### src/rtl/side_ch_evt_pkg.sv
// side channel event package: baseband and MAC status types, event count and frame codes
package side_ch_evt_pkg;

	// number of selectable event channels and counters
	localparam int NUM_EVENTS = 6;

	// frame control type field, bits 3:2 of fc_di
	localparam logic [1:0] FC_TYPE_DATA = 2'd2;

	// receive side status from the baseband and the MAC
	typedef struct packed
	{
		logic short_preamble_detected;
		logic long_preamble_detected;
		// header decode result, qualified by its strobe
		logic pkt_header_valid;
		logic pkt_header_valid_strobe;
		// fcs check result, qualified by its strobe
		logic fcs_in_strobe;
		logic fcs_ok;
		logic pkt_for_me;
		logic [15:0] fc_di;
		logic [47:0] addr2;
		// received power in half dB steps
		logic signed [10:0] rssi_half_db;
	} rx_status_t;

	// transmit side status
	typedef struct packed
	{
		logic phy_tx_start;
		logic phy_tx_done;
		logic tx_pkt_need_ack;
	} tx_status_t;

endpackage

### src/rtl/side_ch_reg_pkg.sv
// side channel register package: register bus request, configuration and word addresses
package side_ch_reg_pkg;

	localparam int REG_ADDR_WIDTH = 5;
	localparam int REG_DATA_WIDTH = 32;

	// word addresses of the register map
	localparam logic [REG_ADDR_WIDTH-1:0] REG_ADDR2_LO = 5'd7;
	localparam logic [REG_ADDR_WIDTH-1:0] REG_ADDR2_HI = 5'd8;
	localparam logic [REG_ADDR_WIDTH-1:0] REG_RSSI_TH = 5'd9;
	localparam logic [REG_ADDR_WIDTH-1:0] REG_EVENT_SEL = 5'd19;
	// counters occupy the last six words, 26 to 31
	localparam logic [REG_ADDR_WIDTH-1:0] REG_COUNTER_BASE = 5'd26;

	// one register access, wr_en and rd_en are single cycle strobes
	typedef struct packed
	{
		logic wr_en;
		logic rd_en;
		logic [REG_ADDR_WIDTH-1:0] addr;
		logic [REG_DATA_WIDTH-1:0] wr_data;
	} reg_req_t;

	// software configuration seen by the event logic
	typedef struct packed
	{
		logic [47:0] addr2_target;
		logic signed [10:0] rssi_th;
		// one select bit per event channel
		logic [side_ch_evt_pkg::NUM_EVENTS-1:0] event_sel;
	} side_ch_cfg_t;

endpackage

### src/rtl/side_ch.sv
// side channel statistics top: event selection, event counters and register port
module side_ch
#(
	parameter int COUNTER_WIDTH = 16
)
(
	input  logic clk,
	input  logic rst_n,
	input  side_ch_evt_pkg::rx_status_t rx,
	input  side_ch_evt_pkg::tx_status_t tx,
	input  side_ch_reg_pkg::reg_req_t req,
	output logic [side_ch_reg_pkg::REG_DATA_WIDTH-1:0] rd_data,
	output logic rd_valid
);
	import side_ch_evt_pkg::*;
	import side_ch_reg_pkg::*;

	logic [NUM_EVENTS-1:0] events;
	logic [NUM_EVENTS-1:0] clear;
	logic [NUM_EVENTS-1:0][COUNTER_WIDTH-1:0] counters;
	side_ch_cfg_t cfg;

	// status to registered event pulses
	side_ch_event_sel side_ch_event_sel_inst
	(
		.clk(clk),
		.rst_n(rst_n),
		.rx(rx),
		.tx(tx),
		.cfg(cfg),
		.events(events)
	);

	side_ch_counter_bank
	#(
		.COUNTER_WIDTH(COUNTER_WIDTH)
	)
	side_ch_counter_bank_inst
	(
		.clk(clk),
		.rst_n(rst_n),
		.events(events),
		.clear(clear),
		.counters(counters)
	);

	// software side, also the source of counter clears
	side_ch_regs
	#(
		.COUNTER_WIDTH(COUNTER_WIDTH)
	)
	side_ch_regs_inst
	(
		.clk(clk),
		.rst_n(rst_n),
		.req(req),
		.counters(counters),
		.cfg(cfg),
		.clear(clear),
		.rd_data(rd_data),
		.rd_valid(rd_valid)
	);

endmodule

### src/rtl/side_ch_counter_bank.sv
// side channel counter bank: one wrapping counter per event channel, clearable by software
module side_ch_counter_bank
#(
	parameter int COUNTER_WIDTH = 16
)
(
	input  logic clk,
	input  logic rst_n,
	input  logic [side_ch_evt_pkg::NUM_EVENTS-1:0] events,
	input  logic [side_ch_evt_pkg::NUM_EVENTS-1:0] clear,
	output logic [side_ch_evt_pkg::NUM_EVENTS-1:0][COUNTER_WIDTH-1:0] counters
);
	import side_ch_evt_pkg::*;

	// clear wins over a coincident event
	// counters roll over to zero past their maximum
	always_ff @(posedge clk)
	begin
		if (!rst_n)
		begin
			counters <= '0;
		end
		else
		begin
			for (int i = 0; i < NUM_EVENTS; i++)
			begin
				if (clear[i])
					counters[i] <= '0;
				else if (events[i])
					counters[i] <= counters[i] + 1'b1;
			end
		end
	end

endmodule

### src/rtl/side_ch_event_sel.sv
// side channel event select: builds six registered event pulses from rx and tx status
module side_ch_event_sel
(
	input  logic clk,
	input  logic rst_n,
	input  side_ch_evt_pkg::rx_status_t rx,
	input  side_ch_evt_pkg::tx_status_t tx,
	input  side_ch_reg_pkg::side_ch_cfg_t cfg,
	output logic [side_ch_evt_pkg::NUM_EVENTS-1:0] events
);
	import side_ch_evt_pkg::*;

	logic is_data;
	logic addr2_match;
	logic rssi_above;
	logic rssi_above_d;
	logic rssi_rise;
	logic [NUM_EVENTS-1:0] src0;
	logic [NUM_EVENTS-1:0] src1;
	logic [NUM_EVENTS-1:0] events_next;

	// frame decode of the current packet
	assign is_data = (rx.fc_di[3:2] == FC_TYPE_DATA);
	assign addr2_match = (rx.addr2 == cfg.addr2_target);

	// signed compare against the software threshold
	assign rssi_above = ($signed(rx.rssi_half_db) > $signed(cfg.rssi_th));
	assign rssi_rise = rssi_above & ~rssi_above_d;

	// previous above-threshold state for edge detection
	always_ff @(posedge clk)
	begin
		if (!rst_n)
			rssi_above_d <= 1'b0;
		else
			rssi_above_d <= rssi_above;
	end

	// candidate sources for select 0
	always_comb
	begin
		src0[0] = rx.short_preamble_detected;
		src0[1] = rx.pkt_header_valid_strobe & rx.pkt_header_valid;
		src0[2] = rx.fcs_in_strobe & rx.fcs_ok;
		src0[3] = rx.fcs_in_strobe & addr2_match;
		src0[4] = tx.phy_tx_start;
		src0[5] = tx.phy_tx_done;
	end

	// candidate sources for select 1
	always_comb
	begin
		src1[0] = rx.long_preamble_detected;
		src1[1] = rx.pkt_header_valid_strobe & ~rx.pkt_header_valid;
		src1[2] = rx.fcs_in_strobe & ~rx.fcs_ok;
		src1[3] = rx.fcs_in_strobe & rx.pkt_for_me & is_data;
		src1[4] = tx.phy_tx_start & tx.tx_pkt_need_ack;
		src1[5] = rssi_rise;
	end

	// per channel pick by its select bit
	assign events_next = (src1 & cfg.event_sel) | (src0 & ~cfg.event_sel);

	always_ff @(posedge clk)
	begin
		if (!rst_n)
			events <= '0;
		else
			events <= events_next;
	end

endmodule

### src/rtl/side_ch_regs.sv
// side channel registers: configuration storage, counter clear decode and read data mux
module side_ch_regs
#(
	parameter int COUNTER_WIDTH = 16
)
(
	input  logic clk,
	input  logic rst_n,
	input  side_ch_reg_pkg::reg_req_t req,
	input  logic [side_ch_evt_pkg::NUM_EVENTS-1:0][COUNTER_WIDTH-1:0] counters,
	output side_ch_reg_pkg::side_ch_cfg_t cfg,
	output logic [side_ch_evt_pkg::NUM_EVENTS-1:0] clear,
	output logic [side_ch_reg_pkg::REG_DATA_WIDTH-1:0] rd_data,
	output logic rd_valid
);
	import side_ch_evt_pkg::*;
	import side_ch_reg_pkg::*;

	logic [REG_DATA_WIDTH-1:0] rd_mux;

	// configuration writes, unmapped addresses fall through
	always_ff @(posedge clk)
	begin
		if (!rst_n)
		begin
			cfg <= '0;
		end
		else if (req.wr_en)
		begin
			case (req.addr)
				REG_ADDR2_LO: cfg.addr2_target[31:0] <= req.wr_data;
				REG_ADDR2_HI: cfg.addr2_target[47:32] <= req.wr_data[15:0];
				REG_RSSI_TH: cfg.rssi_th <= req.wr_data[10:0];
				REG_EVENT_SEL:
				begin
					// select bits sit on nibble boundaries
					for (int i = 0; i < NUM_EVENTS; i++)
						cfg.event_sel[i] <= req.wr_data[4*i];
				end
				default:
				begin
				end
			endcase
		end
	end

	// one-hot clear in the cycle of a counter write
	always_comb
	begin
		for (int i = 0; i < NUM_EVENTS; i++)
			clear[i] = req.wr_en && (req.addr == REG_COUNTER_BASE + i);
	end

	// read mux, unmapped words return zero
	always_comb
	begin
		rd_mux = '0;
		case (req.addr)
			REG_ADDR2_LO: rd_mux = cfg.addr2_target[31:0];
			REG_ADDR2_HI: rd_mux = REG_DATA_WIDTH'(cfg.addr2_target[47:32]);
			// signed cast extends the sign bit
			REG_RSSI_TH: rd_mux = REG_DATA_WIDTH'(cfg.rssi_th);
			REG_EVENT_SEL:
			begin
				for (int i = 0; i < NUM_EVENTS; i++)
					rd_mux[4*i] = cfg.event_sel[i];
			end
			default:
			begin
			end
		endcase
		// counters are zero extended
		for (int i = 0; i < NUM_EVENTS; i++)
		begin
			if (req.addr == REG_COUNTER_BASE + i)
				rd_mux = REG_DATA_WIDTH'(counters[i]);
		end
	end

	// read data is captured only on a read strobe
	always_ff @(posedge clk)
	begin
		if (req.rd_en)
			rd_data <= rd_mux;
	end

	always_ff @(posedge clk)
	begin
		if (!rst_n)
			rd_valid <= 1'b0;
		else
			rd_valid <= req.rd_en;
	end

endmodule
### config.mk
export PLATFORM = sky130hd
export DESIGN_NAME = side_ch
export DESIGN_NICKNAME = d
export VERILOG_FILES = /design/src/rtl/side_ch_evt_pkg.sv /design/src/rtl/side_ch_reg_pkg.sv /design/src/rtl/side_ch.sv /design/src/rtl/side_ch_counter_bank.sv /design/src/rtl/side_ch_event_sel.sv /design/src/rtl/side_ch_regs.sv
export SDC_FILE = /design/constraint.sdc
export NUM_CORES = 1
export LEC_CHECK = 0
export BUFFER_PORTS_ARGS = -buffer_cell sky130_fd_sc_hd__buf_2
export CORE_MARGIN = 2
export CORE_UTILIZATION = 59
export CTS_BUF_LIST = sky130_fd_sc_hd__clkbuf_4
export CTS_CLUSTER_SIZE = 14
export DETAILED_ROUTE_END_ITERATION = 10
export PLACE_DENSITY_LB_ADDON = 0.12
export SLEW_MARGIN = 5
export SYNTH_ARGS = -nofsm -noshare
export SYNTH_HDL_FRONTEND = slang
export SYNTH_SLANG_ARGS = --single-unit
### constraint.sdc
create_clock -name clk -period 2.1 [get_ports clk]
set_input_delay 0 -clock clk [delete_from_list [all_inputs] [get_ports clk]]
set_output_delay 0 -clock clk [all_outputs]
set_load 0.005 [all_outputs]
==> results of run 1 <==
==> sequential cells by signal, summed over array words and instances, names as in the netlist <==
| register | count |
|---|---|
| side_ch_regs_inst.rd_valid | 1 |
| side_ch_event_sel_inst.events | 6 |
| side_ch_counter_bank_inst.counters | 96 |
| side_ch_regs_inst.cfg | 65 |
| side_ch_event_sel_inst.rssi_above_d | 1 |
| side_ch_regs_inst.rd_data | 32 |
==> final cells by class <==
type | count | area share
Clock inverter | 13 | 0.003939
Clock buffer | 76 | 0.04381
Inverter | 27 | 0.007782
Antenna cell | 1 | 0.0001921
Multi-Input combinational cell | 861 | 0.4263
Sequential cell | 201 | 0.3341
Timing Repair Buffer | 291 | 0.1623
Tap cell | 225 | 0.02162
==> repair_timing <==
action | 4_1_cts | 5_1_grt
setup endpoints to repair | 0 | 6
endpoints found under the hold margin | 125 | 5
gates resized for setup | 0 | 18
hold buffers | 111 | 1
==> worst max path at each step <==
stage                                                startpoint  slack (ps)  cells past startpoint                                      to
after floorplan                       side_ch_regs_inst.cfg[12]         280                      7        side_ch_event_sel_inst.events[5]
after global placement                side_ch_regs_inst.cfg[12]         190                      8        side_ch_event_sel_inst.events[5]
after detailed placement  side_ch_counter_bank_inst.counters[0]         150                      5  side_ch_counter_bank_inst.counters[12]
after CTS                             side_ch_regs_inst.cfg[51]          60                      6        side_ch_event_sel_inst.events[3]
after global routing                  side_ch_regs_inst.cfg[64]         -60                      6        side_ch_event_sel_inst.events[3]
final                                 side_ch_regs_inst.cfg[17]         -40                      6        side_ch_event_sel_inst.events[3]
==> worst max-delay path, cell delays in order (launching register included) <==
cell           delay, ps
dfxtp_1              410
xnor2_1              160
nand4_1              130
dlygate4sd3_1        630
nor4_2               310
nand4_1              260
o21ai_0              140
==> cells in the final DEF (no fill, tap or decap), types with 12 or more instances in the layout <==
cell type,Yosys,final
dfxtp_1,169,163
buf_2,26,142
nand2_1,140,140
nor2_1,121,121
dlygate4sd3_1,0,112
clkbuf_4,0,78
xnor2_1,81,76
a21oi_1,47,47
xor2_1,47,47
mux2i_1,43,43
a21boi_0,40,40
o21ai_0,39,39
nor2b_1,37,37
nand4_1,34,34
buf_4,1,34
nand3_1,32,32
edfxtp_1,32,32
inv_1,27,27
nor3_1,18,17
ha_1,17,17
a22o_1,14,14
o22ai_1,14,14
a21o_1,14,14
and3_1,13,13
nand2b_1,12,12
==> cells by family after synthesis <==
family,count (synthesis),synth area share
and+or+nand+nor,453,0.2162
AOI/OAI and AO/OA,215,0.1399
DFF,201,0.4264
xor gates and xnor gates,128,0.1100
buffers and inverters,84,0.03549
muxes,48,0.05109
adders and majority gates,17,0.02088
==> report_power, final <==
part | switching, mW | leakage, nW | internal [mW]
Combinational | 0.402 | 3.06 | 0.381
Sequential | 0.0494 | 1.70 | 3.96
Clock | 1.64 | 0.375 | 1.64
Total | 2.09 | 5.13 | 5.99
==> stage by stage <==
| step | utilization | TNS, ps |
|---|---|---|
| floorplan | - | 0 |
| global placement | 0.6547 | 0 |
| detailed placement | 0.6547 | 0 |
| CTS | 0.7559 | 0 |
| global route | 0.7609 | -57.91 |
| finish | 0.7609 | -43.70 |
==> layer usage <==
metal | track usage | part of all wire | up-vias
met2 | 0.6117 | 0.49 | 513
li1 | - | - | 4615
met5 | 0 | 0 | -
met3 | 0.06510 | 0.072 | 148
met4 | 0.1794 | 0.053 | 0
met1 | 0.4106 | 0.38 | 4760
==> key figures, run 1 <==
Run status
  – Status: complete, but fails checks
  – Failing checks: setup timing

Die
  – Starting Density: 0.5952
  – Die height: 135.4 um
  – Std-Cell Rows: 48
  – Ports: about 160
  – Die extent in x: 135.4 um
  – Die area: 18330 um2
  – Core area: 17120 um2

Layout
  – Post-Layout Cell Count: between 1500 and 2000
  – Footprint of the multi-input gates: 5552 um2
  – Syn-to-layout area delta: 27.84%
  – Sequential cell area: 4352 um2
  – Layout cell share with drive strength beyond 1: 0.1954
  – Design area: 13020 um2
  – Layout fillers: roughly 1200
  – Nets@finish: 1579

Clock network
  – Post-CTS setup buffers: 0
  – Clock buffer depth: 3
  – Clk sink count: 201
  – Clock transition at path regs: 70 ps
  – CTS root buf: clkbuf_4
  – Worst-Skew Late Latency: 720 ps
  – Num CTS Buffers: 54
  – TritonCTS clock tree: yes
  – H-tree levels: 2

Logic synthesis
  – Post-synthesis async set-or-reset flop share: 0
  – Top cells by area, synth: dfxtp_1, edfxtp_1, xnor2_1, nand2_1, nor2_1
  – Mapped Area: 10190 um2
  – Synth area leader: dfxtp_1
  – Most frequent cell after synthesis: dfxtp_1
  – Register bit total from synthesis: 201
  – Ys Warns: 0
  – Avg Inst Size Synth: 8.889 um2
  – Post-synth cell types: 66
  – Top-area cell type share of the netlist area: 0.3321
  – Post-synth EDFFs: 32
  – Main synth FF type: dfxtp_1
  – Gate Count Post-Synth: 1146
  – Post-synth top cells: dfxtp_1, nand2_1, nor2_1
  – Seq/Total Area, Yosys: 0.4264
  – Syn nets: 1289

STA
  – Tmin final: 2144 ps
  – Worst slew pin tran: 838.4 ps
  – Final worst slack: -43.70 ps
  – Fmax: 466.5 MHz
  – Final setup vio count: 1
  – Worst slew margin: 0.4411
  – Slew Viols, Final: 0
  – RSZ-0062 raised after global routing: true
  – Crit share post-route: 1.021
  – Final hold vios: 0
  – Clock Skews: a little under 60 ps
  – Final hold slack: 28.97 ps

GRT
  – Number of global-route vias before repair: 9830
  – First-pass GRT wire length: 49.88 mm
  – Antenna violations before repair: 1
  – Total GRT Usage: 0.3500
  – Largest net degree at the start of global routing: 41
  – Total grt overflow: 0

Placement
  – Post-DP Area: 11210 um2
  – Buffers on Ports: 144
  – RePlAce Congestion: 0.9012
  – Cells after DPL: around 1500
  – Pre-CTS setup slack: around 150 ps
  – Post-DP HPWL: roughly 21 mm

Hold path
  – End of the worst hold path: side_ch_regs_inst.rd_data[21]
  – Hold Crit Class: in2reg
  – Hold Startpoint: req[32]
  – Hold path depth: 4

Routing
  – Routed WL: 32.89 mm
  – 1st-iter DRT viols: 750
  – DR vias/cell: 5.921
  – Average wire per standard cell: 19.40 um
  – Initial DRT Pass Iterations: 6
  – Routed Antenna Nets: 0
  – Via Count: 10036
  – DRC Markers: 0

Critical path
  – Reg2reg end: side_ch_event_sel_inst.events[3]
  – Critical Path End Type: flop
  – Worst Setup Start Kind: flop
  – Critical path class: reg2reg
  – WP data arrival: 2760 ps
  – Reg2reg start: side_ch_regs_inst.cfg[17]
  – R2R Setup Slk: -40 ps
  – WP data required: 2720 ps
  – Crit path max fanout: 3
  – Worst r2r path cells: 6

Run
  – Max Cap Viol: 0

Power and ir drop
  – Tot Pwr: 8.076 mW
  – Leak: between 5 and 6 nW
  – Pwr/cell area: 620.1 nW/um2
  – VDD IR-drop max: about 0.00057 V
Power figures use the tool's default switching activity.
==> run 2, diff against run 1 <==
--- a/config.mk
+++ b/config.mk
@@ -7,9 +7,8 @@
 export LEC_CHECK = 0
 export BUFFER_PORTS_ARGS = -buffer_cell sky130_fd_sc_hd__buf_2
 export CORE_MARGIN = 2
-export CORE_UTILIZATION = 59
+export CORE_UTILIZATION = 55
 export CTS_BUF_LIST = sky130_fd_sc_hd__clkbuf_4
-export CTS_CLUSTER_SIZE = 14
 export DETAILED_ROUTE_END_ITERATION = 10
 export PLACE_DENSITY_LB_ADDON = 0.12
 export SLEW_MARGIN = 5
==> run 2 against run 1 <==
Effect of this change: critical path type unchanged; combinational power about the same; flip-flop and latch count unchanged; highest routed layer unchanged; register-to-register slack got worse by 80 ps; largest power group unchanged; clock skew fell by 29 ps; critical path depth did not move; critical endpoint unchanged; first-iteration DRC count rose by 2.5%; worst setup slack worse by 84 ps; the flow finishes with violations (DRC, setup timing); via count shrank 1.7%; maximum frequency fell by 3.8%; cell count increased by 1.1%.
==> key figures, run 2 (synthesized netlist as in run 1, its figures left out) <==
Power and ir drop
  – Pwr/cell area: 637.8 nW/um2
  – VDD IR-drop max: approximately 0.00077 V
  – Leak: 5.214 nW
  – Tot Pwr: 8.383 mW

Placement
  – Buffers on Ports: 144
  – Post-DP HPWL: between 20 and 25 mm
  – Pre-CTS setup slack: 179.3 ps
  – RePlAce Congestion: 0.9147
  – Post-DP Area: 11270 um2

STA
  – Fmax: between 400 and 500 MHz
  – Final worst slack: -127.7 ps
  – Final hold vios: 0
  – Crit share post-route: 1.061
  – Setup TNS: -127.7 ps
  – Slew Viols, Final: 0
  – Worst slew margin: 0.4194
  – Tmin final: 2228 ps
  – Final setup vio count: 1
  – Clock Skews: between 20 and 30 ps
  – Worst slew pin tran: 870.9 ps

GRT
  – Total grt overflow: 0
  – Antenna violations before repair: 1
  – Number of global-route vias before repair: 9711
  – Largest net degree at the start of global routing: 63
  – Total GRT Usage: 0.3237
  – First-pass GRT wire length: between 50 and 60 mm

Layout
  – Top reg by flops: side_ch_counter_bank_inst.counters
  – Syn-to-layout area delta: 29.02%
  – Commonest cells after routing, fill and taps aside: dfxtp_1, buf_2, nand2_1, nor2_1, dlygate4sd3_1
  – Largest regs: side_ch_counter_bank_inst.counters x96, side_ch_regs_inst.cfg x65, side_ch_regs_inst.rd_data x32
  – Commonest non-fill, non-tap cell in the layout: dfxtp_1
  – Design area: around 13000 um2
  – Layout cell share with drive strength beyond 1: 0.2059
  – Max reg flops: 96
  – Nets@finish: 1582

Clock network
  – Clk sink count: 201
  – CTS root buf: clkbuf_4
  – H-tree levels: 2
  – Num CTS Buffers: 54
  – TritonCTS clock tree: yes
  – Worst-Skew Late Latency: 680 ps
  – Clock transition at path regs: 70 ps
  – Clock buffer depth: 3

Routing
  – Routed WL: 32.67 mm
  – Routed Antenna Nets: 0
  – DRC Markers: 8
  – Initial DRT Pass Iterations: 8
  – DR vias/cell: between 5 and 6
  – Via Count: 9865
  – 1st-iter DRT viols: 769
  – Average wire per standard cell: 19.07 um

Die
  – Die height: 140.1 um
  – Die extent in x: 140.1 um
  – Std-Cell Rows: 49
  – Core area: around 18000 um2
  – Ports: 159
  – Die area: 19630 um2
  – Starting Density: 0.5633

Hold path
  – Hold Startpoint: req[33]
  – End of the worst hold path: side_ch_counter_bank_inst.counters[45]
  – Hold path depth: 5
  – Hold Crit Class: in2reg

Critical path
  – Worst r2r path cells: 6
  – WP data arrival: 2820 ps
  – WP data required: 2700 ps
  – R2R Setup Slk: -130 ps
  – Crit path max fanout: 3
  – Reg2reg end: side_ch_event_sel_inst.events[3]
  – Critical Path End Type: flop
  – Reg2reg start: side_ch_regs_inst.cfg[17]
  – Critical path class: reg2reg
  – Worst Setup Start Kind: flop

Run
  – Max Cap Viol: 0

Run status
  – Status: complete, but fails checks
  – Failing checks: DRC, setup timing
==> run 2: cell types whose count changed in the layout (fill, tap and decap cells not counted), sizes merged <==
| cell | previous run | this run |
|---|---|---|
| clkbuf | 78 | 92 |
| inv | 27 | 28 |
| dlygate4sd3 | 112 | 104 |
| diode | 1 | 3 |
| buf | 177 | 188 |
| clkinv | 13 | 7 |
==> run 2: power by group <==
group / switching, mW / internal (mW)
Clock: 1.67 / 1.91
Combinational: 0.402 / 0.382
Sequential: 0.0481 / 3.96
==> run 2: worst max path at each step <==
stage | from | cells after the start | to
finish | side_ch_regs_inst.cfg[17] | 6 | side_ch_event_sel_inst.events[3]
CTS | req[32] | 10 | side_ch_regs_inst.cfg[28]
global placement | side_ch_counter_bank_inst.counters[0] | 5 | side_ch_counter_bank_inst.counters[14]
floorplan | side_ch_regs_inst.cfg[12] | 7 | side_ch_event_sel_inst.events[5]
global route | side_ch_regs_inst.cfg[17] | 6 | side_ch_event_sel_inst.events[3]
detailed placement | side_ch_counter_bank_inst.counters[0] | 5 | side_ch_counter_bank_inst.counters[12]
==> run 2: per-layer routing <==
layer | track usage | up-vias | routed length, um
met4 | 0.1558 | 0 | 1540
met2 | 0.5613 | 475 | 15730
met3 | 0.05778 | 113 | 2365
met5 | 0 | - | 0
met1 | 0.3904 | 4652 | 13030
li1 | - | 4625 | -
==> run 2: layout make-up <==
class	instances	area, um2
multi-input combinational	861	5539
antenna	3	7.507
timing repair buffer	294	2156
sequential	201	4348
clock buffer	90	675.6
fill	1367	4942
tap	229	286.5
inverter	27	101.3
clock inverter	8	30.03
==> run 2: critical path, stage by stage (launching register included) <==
cell           delay [ps]
dfxtp_2               350
xnor2_1               310
nand4_1               150
dlygate4sd3_1         650
nor4_4                360
nand4_1               230
o21ai_0               120
==> run 2: per-stage QoR <==
stage | hold WS (ps) | cells | utilization
finish | 35.97 | 1713 | 0.7267
global route | 75.51 | 1712 | 0.7266
CTS | 1.673 | 1705 | 0.7196
detailed placement | 231.7 | 1503 | 0.6230
global placement | 234.8 | 1503 | 0.6230
floorplan | 112.5 | 1146 | -
==> run 2: what timing repair did <==
action | 4_1_cts | 5_1_grt
gates resized for setup | 0 | 15
buffers inserted | 0 | 4
hold buffers | 104 | 0
hold endpoints to repair | 117 | 0
setup endpoints to repair | 0 | 3
==> run 3, diff against run 2 <==
--- a/config.mk
+++ b/config.mk
@@ -5,12 +5,14 @@
 export SDC_FILE = /design/constraint.sdc
 export NUM_CORES = 1
 export LEC_CHECK = 0
-export BUFFER_PORTS_ARGS = -buffer_cell sky130_fd_sc_hd__buf_2
+export BUFFER_PORTS_ARGS = -buffer_cell sky130_fd_sc_hd__clkbuf_2
 export CORE_MARGIN = 2
 export CORE_UTILIZATION = 55
 export CTS_BUF_LIST = sky130_fd_sc_hd__clkbuf_4
 export DETAILED_ROUTE_END_ITERATION = 10
+export HOLD_SLACK_MARGIN = 0.06
 export PLACE_DENSITY_LB_ADDON = 0.12
+export SKIP_LAST_GASP = 1
 export SLEW_MARGIN = 5
 export SYNTH_ARGS = -nofsm -noshare
 export SYNTH_HDL_FRONTEND = slang
==> run 3 against run 2 <==
Effect of this change: the run still ends with DRC, setup timing left; total power down 0.31%; sequential power about the same; worst setup slack better by 130 ps; register-to-register slack better by 130 ps; flip-flop and latch count unchanged; wire length down 5.7%; largest cell class unchanged; highest routed layer unchanged.
==> key figures, run 3 (synthesized netlist as in run 1, its figures left out) <==
Critical path
  – WP data arrival: approximately 2600 ps
  – Buffer and inverter count on the worst path: 1
  – Critical path class: reg2reg
  – CP delay by family, top: simple AND/OR/NAND/NOR gates
  – Crit path max fanout: 3
  – Crit-path most repeated cell: nand4_1
  – Critical Path End Type: flop
  – Critical path's slowest cell: dlygate4sd3_1
  – Critical Path, Cell by Cell: xnor2_2, nand4_1, dlygate4sd3_1, nor4_1, nand4_1, o21ai_0
  – WP data required: 2640 ps
  – Worst Setup Start Kind: flop
  – CP max stage delay: 570 ps

STA
  – Final hold slack: just over 70 ps
  – Final worst slack: -0.6053 ps
  – Slew Viols, Final: 0
  – Worst slew pin tran: 927.7 ps
  – Clock Skews: 35.53 ps
  – Setup TNS: -0.6053 ps
  – Worst slew margin: 0.3815
  – Crit share post-route: 1.000
  – RSZ-0062 raised after global routing: true
  – Final setup vio count: 1
  – Tmin final: 2101 ps
  – Final hold vios: 0
  – Fmax: 476.1 MHz

Power and ir drop
  – Comb pwr share: 0.090
  – Tot Pwr: 8.357 mW
  – Pwr/cell area: roughly 640 nW/um2
  – Sw power: 2.049 mW
  – Seq pwr share: 0.480
  – Net Sw Frac: 0.2452
  – VDD IR-drop max: 0.0005418 V
  – Cell Int Power: 6.308 mW
  – Clk pwr share: 0.430
  – Leak: ~5 nW

Layout
  – Commonest non-fill, non-tap cell in the layout: dfxtp_1
  – Layout fillers: 1414
  – Largest regs: side_ch_counter_bank_inst.counters x96, side_ch_regs_inst.cfg x65, side_ch_regs_inst.rd_data x32
  – Top reg by flops: side_ch_counter_bank_inst.counters
  – Nets@finish: about 1600
  – Max reg flops: 96
  – Design area: 13010 um2
  – Commonest cells after routing, fill and taps aside: dfxtp_1, clkbuf_2, nand2_1, nor2_1, dlygate4sd3_1
  – Layout cell share with drive strength beyond 1: 0.1985
  – Syn-to-layout area delta: 27.72%

Placement
  – RePlAce Congestion: between 0.9 and 1
  – Post-DP Area: 11240 um2
  – Post-DP HPWL: 21.00 mm
  – Buffers on Ports: around 140
  – Pre-CTS setup slack: 111.6 ps

Routing
  – DRC Markers: 4
  – Initial DRT Pass Iterations: 10
  – Routed WL: 30.82 mm
  – DR vias/cell: 5.658
  – Via Count: 9624
  – Routed Antenna Nets: 0
  – 1st-iter DRT viols: 569
  – Average wire per standard cell: 18.12 um

Clock network
  – H-tree levels: 2
  – Clock transition at path regs: 60 ps
  – CTS root buf: clkbuf_4
  – Post-CTS setup buffers: 0
  – Clock buffer depth: 3
  – TritonCTS clock tree: yes
  – Num CTS Buffers: 54
  – Worst-Skew Late Latency: about 660 ps
  – Clk sink count: ~200

Hold path
  – Hold Crit Class: in2reg

GRT
  – Antenna violations before repair: 1
  – Number of global-route vias before repair: 9341
  – First-pass GRT wire length: 48.89 mm
  – Total grt overflow: 0
  – Total GRT Usage: 0.3142
  – Largest net degree at the start of global routing: 38

Die
  – Core area: 18090 um2
  – Die height: 140.1 um
  – Starting Density: 0.5633
  – Ports: 159
  – Die area: between 15000 and 20000 um2
  – Die extent in x: between 100 and 150 um
  – Std-Cell Rows: ~50

Run status
  – Status: complete, but fails checks
  – Failing checks: DRC, setup timing

Run
  – Max Cap Viol: 0
run 3: changes by cell type in the layout (fill, tap and decap cells not counted), sizes merged:
cell	change
diode	-2
dlygate4sd3	-1
buf	-153
clkbuf	+145
inv	-1
run 3: timing repair:
item | CTS | global route
setup endpoints to repair | 0 | 3
gates resized for setup | 0 | 4
hold buffers | 103 | 0
hold endpoints to repair | 156 | 0
run 3: path summary, 6_finish.rpt:
check / from / to / slack, ps / cells past startpoint
setup / recovery: side_ch_regs_inst.cfg[35] / side_ch_event_sel_inst.events[3] / -0.6 / 6
hold / removal: rx[4] / side_ch_event_sel_inst.rssi_above_d / 70 / 6
setup reg to reg: side_ch_regs_inst.cfg[35] / side_ch_event_sel_inst.events[3] / -0.6 / 6
hold reg to reg: side_ch_regs_inst.cfg[12] / side_ch_regs_inst.cfg[12] / 480 / 2
run 3: stage by stage:
stage / instances / utilization
after floorplan: 1146 / -
after global placement: 1497 / 0.6212
after detailed placement: 1497 / 0.6212
after CTS: 1700 / 0.7184
after global routing: 1701 / 0.7194
final: 1701 / 0.7194
run 3: area by class of cell:
cell class | instances | area (um2) | area share
Timing Repair Buffer | 282 | 2039 | 0.1567
Inverter | 27 | 101.3 | 0.007789
Clock inverter | 7 | 27.53 | 0.002116
Clock buffer | 93 | 698.2 | 0.05366
Antenna cell | 1 | 2.502 | 0.0001923
Sequential cell | 201 | 4345 | 0.3340
Tap cell | 229 | 286.5 | 0.02202
Multi-Input combinational cell | 861 | 5510 | 0.4235
run 3: metal layers:
metal  wire [um]  track usage  vias up
met3        2167      0.05778       90
li1            -            -     4595
met2       14900       0.5359      414
met1       12440       0.3879     4525
met5           0            0        -
met4        1314       0.1451        0
run 3: power by group through the flow:
stage               logic (mW)  clock network (mW)  registers, mW
global route             0.808                3.89           4.02
global placement         0.612                   0           4.10
finish                   0.750                3.59           4.01
CTS                      0.729                3.64           4.01
floorplan                0.333                   0           4.08
detailed placement       0.613                   0           4.10
run 3: worst register-to-register path, cell delays in order, from the launching register on:
cell and delay, ps:
dfxtp_1 350, xnor2_2 240, nand4_1 110, dlygate4sd3_1 570, nor4_1 330, nand4_1 220, o21ai_0 160
